### config.mk
export PLATFORM = sky130hd
export DESIGN_NAME = jtag_debug_top
export DESIGN_NICKNAME = d
export VERILOG_FILES = /design/src/jtag_dbg_pkg.sv /design/src/jtag_debug_top.sv /design/src/dbg_reg_bank.sv /design/src/dbg_dr_chain.sv /design/src/jtag_tap.sv
export SDC_FILE = /design/constraint.sdc
export NUM_CORES = 1
export LEC_CHECK = 0
export ABC_AREA = 1
export BUFFER_PORTS_ARGS = -buffer_cell sky130_fd_sc_hd__buf_2
export CAP_MARGIN = 20
export CORE_MARGIN = 2
export CORE_UTILIZATION = 55
export DETAILED_ROUTE_END_ITERATION = 10
export GPL_TIMING_DRIVEN = 0
export PLACE_DENSITY = 0.73
export REMOVE_ABC_BUFFERS = 1
export SLEW_MARGIN = 40
export SYNTH_ARGS = -nofsm -noshare
export SYNTH_HDL_FRONTEND = slang
export SYNTH_SLANG_ARGS = --single-unit
### constraint.sdc
create_clock -name tck -period 5.25 [get_ports tck]
set_input_delay 1.05 -clock tck [delete_from_list [all_inputs] [get_ports tck]]
set_output_delay 1.05 -clock tck [all_outputs]
set_load 0.03 [all_outputs]
### src/jtag_dbg_pkg.sv
// JTAG debug port definitions

`default_nettype none

package jtag_dbg_pkg;

  ////////////////////////////////////////////////////////////
  // Instruction register
  ////////////////////////////////////////////////////////////

  localparam int ir_width = 4;

  typedef logic [ir_width-1:0] ir_t;

  // Selects the 32-bit identification register
  localparam ir_t ir_idcode = 4'h2;
  // Single-bit bypass path
  localparam ir_t ir_bypass = 4'hF;
  // Fixed Capture-IR pattern, LSBs 01 as 1149.1 requires
  localparam ir_t ir_capture_val = 4'b0101;

  ////////////////////////////////////////////////////////////
  // Debug data register layout
  ////////////////////////////////////////////////////////////

  localparam int dbg_addr_width = 3;
  localparam int dbg_data_width = 32;

  // Field positions, LSB first on the wire
  localparam int dbg_we_bit   = 0;
  localparam int dbg_addr_lsb = 1;
  localparam int dbg_data_lsb = 4;

  // Write flag + address + data
  localparam int dbg_dr_width = dbg_data_lsb + dbg_data_width;

  // Top slot of the bank holds the write counter, read only
  localparam logic [dbg_addr_width-1:0] dbg_status_addr = 3'd7;

  ////////////////////////////////////////////////////////////
  // TAP states, standard 1149.1 encoding
  ////////////////////////////////////////////////////////////

  typedef enum logic [3:0] {
    st_exit2_dr = 4'h0, st_exit1_dr = 4'h1, st_shift_dr = 4'h2, st_pause_dr = 4'h3,
    st_sel_ir   = 4'h4, st_upd_dr   = 4'h5, st_cap_dr   = 4'h6, st_sel_dr   = 4'h7,
    st_exit2_ir = 4'h8, st_exit1_ir = 4'h9, st_shift_ir = 4'hA, st_pause_ir = 4'hB,
    st_rti      = 4'hC, st_upd_ir   = 4'hD, st_cap_ir   = 4'hE, st_tlr      = 4'hF
  } tap_state_t;

endpackage

`default_nettype wire
### src/jtag_debug_top.sv
// JTAG debug access port

`timescale 1ns/1ps
`default_nettype none

module jtag_debug_top
  import jtag_dbg_pkg::*;
#(
  parameter ir_t         DEBUG_CMD    = 4'h8,
  parameter logic [31:0] IDCODE_VALUE = 32'h1234_5A5B
) (
  input  wire logic                 tck,
  input  wire logic                 rst_n,
  input  wire logic                 tms,
  input  wire logic                 tdi,
  output logic                      tdo,
  output logic [dbg_data_width-1:0] dbg_ctrl
);

  ////////////////////////////////////////////////////////////
  // Interconnect
  ////////////////////////////////////////////////////////////

  // TAP to DR chain
  logic                      dbg_sel;
  logic                      capture_dr;
  logic                      shift_dr;
  logic                      update_dr;
  logic                      dbg_tdo;

  // DR chain to register bank
  logic                      req_valid;
  logic                      req_we;
  logic [dbg_addr_width-1:0] req_addr;
  logic [dbg_data_width-1:0] req_wdata;
  logic [dbg_addr_width-1:0] rd_addr;
  logic [dbg_data_width-1:0] rd_data;

  ////////////////////////////////////////////////////////////
  // TAP controller
  ////////////////////////////////////////////////////////////

  jtag_tap #(
    .DEBUG_CMD    (DEBUG_CMD),
    .IDCODE_VALUE (IDCODE_VALUE)
  ) jtag_tap_inst (
    .tck              (tck),
    .rst_n            (rst_n),
    .tms              (tms),
    .tdi              (tdi),
    .tdo              (tdo),
    .dbg_sel          (dbg_sel),
    .dbg_tdo          (dbg_tdo),
    // TLR flag has no user at this level
    .test_logic_reset (),
    .capture_dr       (capture_dr),
    .shift_dr         (shift_dr),
    .update_dr        (update_dr)
  );

  ////////////////////////////////////////////////////////////
  // Debug DR chain and register bank
  ////////////////////////////////////////////////////////////

  dbg_dr_chain dbg_dr_chain_inst (
    .tck        (tck),
    .rst_n      (rst_n),
    .dbg_sel    (dbg_sel),
    .capture_dr (capture_dr),
    .shift_dr   (shift_dr),
    .update_dr  (update_dr),
    .tdi        (tdi),
    .dbg_tdo    (dbg_tdo),
    .req_valid  (req_valid),
    .req_we     (req_we),
    .req_addr   (req_addr),
    .req_wdata  (req_wdata),
    .rd_addr    (rd_addr),
    .rd_data    (rd_data)
  );

  dbg_reg_bank dbg_reg_bank_inst (
    .tck       (tck),
    .rst_n     (rst_n),
    .req_valid (req_valid),
    .req_we    (req_we),
    .req_addr  (req_addr),
    .req_wdata (req_wdata),
    .rd_addr   (rd_addr),
    .rd_data   (rd_data),
    .dbg_ctrl  (dbg_ctrl)
  );

endmodule

`default_nettype wire

### src/dbg_reg_bank.sv
// Debug register bank

`timescale 1ns/1ps
`default_nettype none

module dbg_reg_bank
  import jtag_dbg_pkg::*;
(
  input  wire logic                      tck,
  input  wire logic                      rst_n,

  // Single-cycle request from the DR chain
  input  wire logic                      req_valid,
  input  wire logic                      req_we,
  input  wire logic [dbg_addr_width-1:0] req_addr,
  input  wire logic [dbg_data_width-1:0] req_wdata,

  // Combinational read port
  input  wire logic [dbg_addr_width-1:0] rd_addr,
  output logic [dbg_data_width-1:0]      rd_data,

  // Register 0 as a control output
  output logic [dbg_data_width-1:0]      dbg_ctrl
);

  ////////////////////////////////////////////////////////////
  // Variables
  ////////////////////////////////////////////////////////////

  // Writable slots 0..6
  logic [dbg_data_width-1:0] regs [dbg_status_addr];
  // Slot 7, count of accepted writes
  logic [dbg_data_width-1:0] wr_count;
  logic                      wr_accept;

  ////////////////////////////////////////////////////////////
  // Write side
  ////////////////////////////////////////////////////////////

  // Status slot is read only, writes to it are dropped
  assign wr_accept = req_valid & req_we & (req_addr != dbg_status_addr);

  always_ff @(posedge tck or negedge rst_n) begin
    if (!rst_n) begin
      for (int i = 0; i < dbg_status_addr; i++) begin
        regs[i] <= '0;
      end
      wr_count <= '0;
    end else if (wr_accept) begin
      regs[req_addr] <= req_wdata;
      wr_count       <= wr_count + 1'b1;
    end
  end

  ////////////////////////////////////////////////////////////
  // Read side
  ////////////////////////////////////////////////////////////

  always_comb begin
    if (rd_addr == dbg_status_addr) begin
      rd_data = wr_count;
    end else begin
      rd_data = regs[rd_addr];
    end
  end

  // Follows a write to slot 0 at the same edge
  assign dbg_ctrl = regs[0];

endmodule

`default_nettype wire

### src/dbg_dr_chain.sv
// Debug data register chain

`timescale 1ns/1ps
`default_nettype none

module dbg_dr_chain
  import jtag_dbg_pkg::*;
(
  input  wire logic                      tck,
  input  wire logic                      rst_n,

  // From the TAP
  input  wire logic                      dbg_sel,
  input  wire logic                      capture_dr,
  input  wire logic                      shift_dr,
  input  wire logic                      update_dr,
  input  wire logic                      tdi,

  // Serial data back to the TAP
  output logic                           dbg_tdo,

  // Request to the register bank, one strobe per update
  output logic                           req_valid,
  output logic                           req_we,
  output logic [dbg_addr_width-1:0]      req_addr,
  output logic [dbg_data_width-1:0]      req_wdata,

  // Read port of the register bank
  output logic [dbg_addr_width-1:0]      rd_addr,
  input  wire logic [dbg_data_width-1:0] rd_data
);

  ////////////////////////////////////////////////////////////
  // Variables
  ////////////////////////////////////////////////////////////

  // Layout, LSB first
  //   [0]     write flag
  //   [3:1]   register address
  //   [35:4]  write data, or read data after capture
  logic [dbg_dr_width-1:0] dr_sr;

  ////////////////////////////////////////////////////////////
  // Shift register
  ////////////////////////////////////////////////////////////

  // Only moves while the debug instruction is active
  always_ff @(posedge tck) begin
    if (dbg_sel) begin
      if (capture_dr) begin
        // Read data lands in the data field, control bits cleared
        dr_sr <= {rd_data, {dbg_data_lsb{1'b0}}};
      end else if (shift_dr) begin
        dr_sr <= {tdi, dr_sr[dbg_dr_width-1:1]};
      end
    end
  end

  // LSB is presented to TDO ahead of each rising edge
  assign dbg_tdo = dr_sr[0];

  ////////////////////////////////////////////////////////////
  // Update request
  ////////////////////////////////////////////////////////////

  // High during Update-DR only
  // Bank acts on the edge that leaves that state
  assign req_valid = update_dr & dbg_sel;

  // Fields straight from the shift register
  assign req_we    = dr_sr[dbg_we_bit];
  assign req_addr  = dr_sr[dbg_addr_lsb +: dbg_addr_width];
  assign req_wdata = dr_sr[dbg_data_lsb +: dbg_data_width];

  ////////////////////////////////////////////////////////////
  // Read address
  ////////////////////////////////////////////////////////////

  // Every update, read or write, retargets the next capture
  always_ff @(posedge tck or negedge rst_n) begin
    if (!rst_n) begin
      rd_addr <= '0;
    end else if (req_valid) begin
      rd_addr <= req_addr;
    end
  end

endmodule

`default_nettype wire

### src/jtag_tap.sv
// IEEE 1149.1 TAP controller

`timescale 1ns/1ps
`default_nettype none

module jtag_tap
  import jtag_dbg_pkg::*;
#(
  parameter ir_t         DEBUG_CMD    = 4'h8,
  parameter logic [31:0] IDCODE_VALUE = 32'h1234_5A5B
) (
  input  wire logic tck,
  input  wire logic rst_n,

  // Serial JTAG pins
  input  wire logic tms,
  input  wire logic tdi,
  output logic      tdo,

  // Debug chain link
  output logic      dbg_sel,
  input  wire logic dbg_tdo,

  // TAP state flags for the debug chain
  output logic      test_logic_reset,
  output logic      capture_dr,
  output logic      shift_dr,
  output logic      update_dr
);

  ////////////////////////////////////////////////////////////
  // Variables
  ////////////////////////////////////////////////////////////

  tap_state_t  state;
  tap_state_t  next_state;

  // IR shift stage and the active instruction
  ir_t         ir_sr;
  ir_t         ir;

  // IDCODE shift register and bypass bit
  logic [31:0] idcode_sr;
  logic        bypass_reg;

  // Serial output of the currently selected DR
  logic        dr_tdo;

  ////////////////////////////////////////////////////////////
  // TAP state machine
  ////////////////////////////////////////////////////////////

  always_ff @(posedge tck or negedge rst_n) begin
    if (!rst_n) begin
      state <= st_tlr;
    end else begin
      state <= next_state;
    end
  end

  // Standard 16-state walk, one step per rising tck
  always_comb begin
    next_state = state;
    case (state)
      st_tlr:      next_state = tms ? st_tlr      : st_rti;
      st_rti:      next_state = tms ? st_sel_dr   : st_rti;
      st_sel_dr:   next_state = tms ? st_sel_ir   : st_cap_dr;
      st_cap_dr:   next_state = tms ? st_exit1_dr : st_shift_dr;
      st_shift_dr: next_state = tms ? st_exit1_dr : st_shift_dr;
      st_exit1_dr: next_state = tms ? st_upd_dr   : st_pause_dr;
      st_pause_dr: next_state = tms ? st_exit2_dr : st_pause_dr;
      st_exit2_dr: next_state = tms ? st_upd_dr   : st_shift_dr;
      st_upd_dr:   next_state = tms ? st_sel_dr   : st_rti;
      // Select-IR with TMS high falls back to reset
      st_sel_ir:   next_state = tms ? st_tlr      : st_cap_ir;
      st_cap_ir:   next_state = tms ? st_exit1_ir : st_shift_ir;
      st_shift_ir: next_state = tms ? st_exit1_ir : st_shift_ir;
      st_exit1_ir: next_state = tms ? st_upd_ir   : st_pause_ir;
      st_pause_ir: next_state = tms ? st_exit2_ir : st_pause_ir;
      st_exit2_ir: next_state = tms ? st_upd_ir   : st_shift_ir;
      st_upd_ir:   next_state = tms ? st_sel_dr   : st_rti;
      default:     next_state = st_tlr;
    endcase
  end

  // State flags, high for the whole matching state
  assign test_logic_reset = (state == st_tlr);
  assign capture_dr       = (state == st_cap_dr);
  assign shift_dr         = (state == st_shift_dr);
  assign update_dr        = (state == st_upd_dr);

  ////////////////////////////////////////////////////////////
  // Instruction register
  ////////////////////////////////////////////////////////////

  // Shift stage, LSB leaves first and TDI enters at the MSB
  always_ff @(posedge tck) begin
    if (state == st_cap_ir) begin
      ir_sr <= ir_capture_val;
    end else if (state == st_shift_ir) begin
      ir_sr <= {tdi, ir_sr[ir_width-1:1]};
    end
  end

  // Active instruction
  // TLR and rst_n both fall back to IDCODE
  always_ff @(posedge tck or negedge rst_n) begin
    if (!rst_n) begin
      ir <= ir_idcode;
    end else if (state == st_tlr) begin
      ir <= ir_idcode;
    end else if (state == st_upd_ir) begin
      // New instruction takes hold on leaving Update-IR
      ir <= ir_sr;
    end
  end

  assign dbg_sel = (ir == DEBUG_CMD);

  ////////////////////////////////////////////////////////////
  // IDCODE and bypass registers
  ////////////////////////////////////////////////////////////

  always_ff @(posedge tck) begin
    if (capture_dr && (ir == ir_idcode)) begin
      idcode_sr <= IDCODE_VALUE;
    end else if (shift_dr && (ir == ir_idcode)) begin
      idcode_sr <= {tdi, idcode_sr[31:1]};
    end
  end

  // Bypass captures 0, so a scan comes out one bit late
  always_ff @(posedge tck) begin
    if (capture_dr) begin
      bypass_reg <= 1'b0;
    end else if (shift_dr) begin
      bypass_reg <= tdi;
    end
  end

  ////////////////////////////////////////////////////////////
  // TDO multiplexer
  ////////////////////////////////////////////////////////////

  // DR select
  // anything not IDCODE or the debug command goes through bypass
  always_comb begin
    case (ir)
      ir_idcode: dr_tdo = idcode_sr[0];
      ir_bypass: dr_tdo = bypass_reg;
      default:   dr_tdo = dbg_sel ? dbg_tdo : bypass_reg;
    endcase
  end

  // Combinational from the active shift register
  // Idle value is 0 outside the shift states
  always_comb begin
    tdo = 1'b0;
    if (state == st_shift_ir) begin
      tdo = ir_sr[0];
    end else if (shift_dr) begin
      tdo = dr_tdo;
    end
  end

endmodule

`default_nettype wire

# Word level (Yosys, flattened, before mapping)
# Cells that the tools add are included.
[op_classes] n_addsub=1 magnitude_cmp=3 eq_ne=20 mux=28 bitwise=5 reduce_logical=10
[op_table] cell="$bwmux W224" count=1
[op_table] cell="$mux W32" count=4
[op_table] cell="$bmux W32 S3" count=1
[op_table] cell="$demux W32 S3" count=1
[op_table] cell="$mux W36" count=2
[op_table] cell="$pmux W4 S12" count=1
[op_table] cell="$eq A4 B4 Y1 const B" count=10
[op_table] cell="$add A32 B1 Y32 const B" count=1
[op_table] cell="$eq A4 B3 Y1 const B" count=4
[op_table] cell="$eq A4 B2 Y1 const B" count=3
[op_table] cell="$mux W2" count=6
[op_table] cell="$mux W3" count=4
[op_table] cell="$mux W4" count=3
[op_table] cell="$ge A4 B4 Y1 const B" count=2
[op_table] cell="$not A3 Y4" count=2
[op_table] cell="$eq A4 B1 Y1 const B" count=1
[op_table] cell="$logic_not A4 Y1" count=1
[op_table] cell="$lt A4 B1 Y1 const B" count=1
[op_table] cell="$mux W1" count=4
[op_table] cell="$reduce_bool A2 Y1" count=2
[op_table] cell="$reduce_or A2 Y1" count=2
[op_table] cell="$and A1 B1 Y1" count=3
[op_table] cell="$eq A3 B3 Y1 const B" count=1
[op_table] cell="$logic_and A1 B1 Y1" count=3
[op_table] cell="4 further kinds" count=4
[totals] ff_bits=340 input_bits=4 output_inout_bits=33

# Longest topological paths before layout
[depth] word_depth=6 depth_mapped=11

# Hierarchy
# A second synthesis with hierarchy kept.
[hier_totals] hier_cells=1904 area_unflattened_um2=15966.6
[by_module_without_submodules] mod="dbg_reg_bank" instances=1 cells_each=1489 area_each_um2=12404.4 seq_area_each_um2=6406.1
[by_module_without_submodules] mod="jtag_tap" instances=1 cells_each=249 area_each_um2=1853.0 seq_area_each_um2=947.2
[by_module_without_submodules] mod="dbg_dr_chain" instances=1 cells_each=166 area_each_um2=1709.1 seq_area_each_um2=1156.1

# Worst setup path after synthesis
# OpenSTA, ideal clock, no wires.
[synth_path] path_kind="register to register" from="reg jtag_tap_inst.state[1]" to="reg dbg_dr_chain_inst.dr_sr[0], enable pin" setup_time_ns=0.429 arrival_ns=2.347 required_time_ns=4.821 slack_ns=2.474 path_stages_with_launch=5 synth_period_minus_slack_ns=2.776 path_cell_list="dfstp_2 inv_2 nor2_4 nand2_1 nor2_1"
[synth_via] elab_chain_len=3 elab_cells_between_ends=4 cone_classes="eq/ne: 2; reduce/logical: 2"
[synth_rtl] item="from (decl)" line="jtag_tap.sv:35" source="tap_state_t state;"
[synth_rtl] item="from (signal assigned)" line="jtag_tap.sv:55" source="state <= st_tlr;"
[synth_rtl] item="from (signal assigned)" line="jtag_tap.sv:57" source="state <= next_state;"
[synth_rtl] item="$eq A4 B2 Y1 or $eq A4 B3 Y1 (tied branches)" line="jtag_tap.sv:89, jtag_tap.sv:88"
[synth_rtl] item="$reduce_bool A2 Y1 (no line) *"
[synth_rtl] item="$reduce_and A2 Y1 (no line) *"
[synth_rtl] item="to (signal assigned)" line="dbg_dr_chain.sv:52" source="dr_sr <= {rd_data, {dbg_data_lsb{1'b0}}};"
[synth_rtl] item="to (signal assigned)" line="dbg_dr_chain.sv:54" source="dr_sr <= {tdi, dr_sr[dbg_dr_width-1:1]};"
[synth_rtl] item="to (decl)" line="dbg_dr_chain.sv:41" source="logic [dbg_dr_width-1:0] dr_sr;"
# Mark *: on every way between the ends. The rest lies on a longest branch, timed or not.
# A chain may end at the register's enable or synchronous reset.

# Worst setup path in the final report
[layout_path] from="reg jtag_tap_inst.state[1]" to="out tdo"
[layout_via] elab_chain_len=3 elab_cells_between_ends=4 cone_classes="eq/ne: 2; mux: 2"
[layout_rtl] item="$eq A4 B2 Y1" line="jtag_tap.sv:89" source="assign shift_dr = (state == st_shift_dr);"
[layout_rtl] item="$mux W1" line="jtag_tap.sv:161" source="end else if (shift_dr) begin"
[layout_rtl] item="$mux W1 *" line="jtag_tap.sv:159" source="if (state == st_shift_ir) begin"
[layout_rtl] item="to (decl)" line="jtag_debug_top.sv:16" source="output logic tdo,"
# Marked as above.

==> flow_summary.json <==
{
  "status": "finished clean",
  "top_register": "dbg_reg_bank_inst.regs",
  "ys_ff_latch": 340,
  "numPortBuffers": 36,
  "postCtsHoldBufs": 0,
  "stdcell_area_mm2": 0.01760,
  "post-place-ws_ns": 2.646,
  "gr-total-overflow": 0,
  "postCtsSetupBuffers": 0,
  "synthFlopType": "dfrtp_1",
  "path_cells": "inv_2, nor2_4, nand3_1, inv_1, nand2_1, nand2_1, buf_2",
  "totalWireLength_um": 37050,
  "fp.dieH_um": 175.7,
  "p_sw_share_pct": 31.38,
  "cap_violations": 0,
  "cpPeakStageDelay_ns": 0.54,
  "avgViaCountPerCell": 5.447,
  "io-pin-count": 37,
  "pwr-share-seq_pct": 43.4,
  "grt_pass1_vias": 12390,
  "wl_per_cell_um": 15.69,
  "maxSlewViolCount": 0,
  "nets": 1954,
  "seq_area_frac_synth_pct": 52.46,
  "htreeDepth": 2,
  "critPathMostFrequentCell": "nand2_1",
  "hp-class": "input port to asynchronous set/reset pin",
  "reg2reg_depth": 7,
  "top_regs": "dbg_reg_bank_inst.regs (192), dbg_dr_chain_inst.dr_sr (36)",
  "fp.dieArea_mm2": 0.03088,
  "p_clk_share_pct": 35.6,
  "gp_congestion": 0.8184,
  "dpl_cell_area_mm2": 0.01635,
  "crit_type": "register to primary output",
  "timing.final.ws_setup_ns": 2.258,
  "synth-edff-count": 36,
  "instances_no_fill": 2362,
  "worstPathMaxFanout": 7,
  "cts_resized": 0,
  "yosys_warnings": 0,
  "drtIter0Drc": 1108,
  "clk-insertion-delay-late_ns": 0.52,
  "crit_cells": 7,
  "drive_gt1_share_pct": 6.775,
  "crit_required_ns": 4.20,
  "grt_max_degree": 104,
  "setup_viol": 0,
  "netlist_top_cells_area": "dfrtp_1 (40%), nand2_1 (11%), edfxtp_1 (6.7%), o21ai_0 (6.1%), inv_1 (5.1%)",
  "largest_register_ffs": 192,
  "worst_pin_slew_ns": 0.8539,
  "fmax_ghz": 0.3342,
  "cts_buffers": 37,
  "start_kind": "register",
  "path_buf_inv": 3,
  "cts_sinks": 340,
  "ff2ff_setup_slack_ns": 2.35,
  "rows": 62,
  "period_minus_slack_ns": 2.992,
  "dp.cells": 2294,
  "track_usage_pct": 24.72,
  "dp_hpwl_um": 22200,
  "slew_headroom_pct": 43.08,
  "finClkSkew_ns": 0.01364,
  "drc": 0,
  "power_density_mw_per_mm2": 419.6,
  "syn_inst": 2003,
  "finalHoldViolCount": 0,
  "reg2reg_to": "jtag_tap_inst.idcode_sr[12]",
  "critPathArrivalTime_ns": 1.94,
  "start_util_pct": 56.20,
  "p_comb_share_pct": 21.0,
  "p_sw_mw": 2.317,
  "syn_area_mm2": 0.01622,
  "finalCritPeriodShare_pct": 56.99,
  "power.leakage_nw": 9.052,
  "synth_cell_type_count": 38,
  "slowest_stage": "dfstp_2",
  "peakVddDrop_mv": 0.3652,
  "synth_top_cell_area_share_pct": 40.42,
  "r2r-start": "jtag_tap_inst.state[1]",
  "rsz0062_at_grt": "no",
  "cts_tree": "yes",
  "p_int_mw": 5.067,
  "grt_pass1_wl_um": 62600,
  "coreArea_mm2": 0.02886,
  "clk_pin_slew_worst_paths_ns": 0.06,
  "crit_path_end_kind": "primary output",
  "clk_root_buffer_cell": "clkbuf_16",
  "vias": 12870,
  "async_flop_share_pct": 78.53,
  "n_fill_cell": 2544,
  "clk_path_buf_depth": 3,
  "first_pass_iters": 5,
  "crit_family": "flip-flops",
  "antennaDiodeCount": 0,
  "yosysTopAreaCell": "dfrtp_1",
  "area_growth_pct": 8.501,
  "antenna_found_initial": 0,
  "p_total_mw": 7.384,
  "fp.dieW_um": 175.7,
  "synth_area_per_cell_um2": 8.098,
  "antenna_left": 0
}
power by group through the flow:
stage	clock [mW]	combinational, mW	sequential (mW)
2_1_floorplan	0	1.04	3.20
3_3_place_gp	0	1.43	3.29
3_5_place_dp	0	1.55	3.25
4_1_cts	2.67	1.56	3.21
5_1_grt	2.78	1.76	3.24
6_report	2.63	1.55	3.20
worst max path at each step:
stage	start	end	slack, ns
after floorplan	dbg_dr_chain_inst.rd_addr[0]	dbg_dr_chain_inst.dr_sr[10]	2.12
after global routing	jtag_tap_inst.state[1]	jtag_tap_inst.idcode_sr[30]	1.95
after detailed placement	jtag_tap_inst.state[1]	jtag_tap_inst.idcode_sr[21]	2.65
after CTS	jtag_tap_inst.state[1]	tdo	2.24
final	jtag_tap_inst.state[1]	tdo	2.26
after global placement	rst_n	dbg_reg_bank_inst.dbg_ctrl[29]	-1.82
cell families (layout without fill, tap and decap cells):
family / count (synthesis) / after routing / synth area share [%]
buffers and inverters: 362 / 337 / 10.38
AND/OR/NAND/NOR: 828 / 828 / 21.12
adder cells (fa/ha/maj): 1 / 1 / 0.07713
XOR/XNOR: 14 / 14 / 0.7560
flip-flops: 340 / 340 / 52.46
AO/OA/AOI/OAI: 458 / 458 / 15.20
cells in the final DEF, fill, tap and decap left out, types with 2 or more instances in the layout:
cell type,count
dfxtp_1,37
inv_1,216
nand2_4,6
nor3_1,4
edfxtp_1,36
inv_2,2
xnor2_1,2
buf_2,35
clkbuf_16,40
nand4_1,15
o21ai_2,2
dfrtp_1,259
o21ai_1,151
xor2_1,12
o211ai_1,62
nand3_4,3
inv_6,3
nor2_1,191
nor2_2,4
dfstp_2,5
nor2_4,3
o22ai_1,2
clkinv_1,7
clkbuf_1,10
buf_16,7
bufinv_16,2
nand3_1,100
buf_12,3
nor3_4,2
dfrtp_4,2
clkbuf_8,8
o21ai_0,197
nand3b_1,4
nand2_1,494
a21oi_1,41
metrics by stage:
step                      TNS, ns  utilization [%]  hold slack (ns)
after global placement    -477.29            55.58           0.4384
after CTS                       0            60.98           0.3573
after floorplan                 0                -           0.4292
final                           0            60.98           0.3662
after detailed placement        0            56.67           0.4446
after global routing            0            60.98           0.3625
worst register-to-register path: stages, from the launching register on:
cell      delay (ns)
dfstp_2         0.54
inv_2           0.08
nor2_4          0.19
nand3_1         0.21
nor2_4          0.56
clkinv_1        0.81
nand2_1         0.25
nand3_1         0.10
layout make-up:
type | count | area [um^2] | share of cell area [%]
Multi-Input combinational cell | 1301 | 6055 | 34.40
Timing Repair Buffer | 46 | 442.9 | 2.517
Sequential cell | 340 | 8518 | 48.40
Clock buffer | 58 | 1149 | 6.527
Clock inverter | 10 | 96.34 | 0.5475
Tap cell | 384 | 480.5 | 2.730
Inverter | 223 | 857.1 | 4.870
Yosys cell counts, types with 3 or more instances:
master    count
a21oi_1      41
buf_1        11
buf_2        21
buf_4        34
buf_6        22
clkbuf_1     51
dfrtp_1     262
dfstp_2       5
dfxtp_1      37
edfxtp_1     36
inv_1       219
inv_2         3
nand2_1     495
nand2_4       5
nand3_1     100
nand3b_1      4
nand4_1      15
nor2_1      192
nor2_2        5
nor3_1        4
o211ai_1     62
o21ai_0     197
o21ai_1     151
xor2_1       12
metal layers:
metal	track usage [%]	wire, um	vias up
met5	0	0	-
met2	42.37	18100	296
met3	3.160	1685	43
met1	33.62	16630	6173
li1	-	-	6353
met4	5.992	634	0
Note: power is estimated with default switching activity, not from simulation.
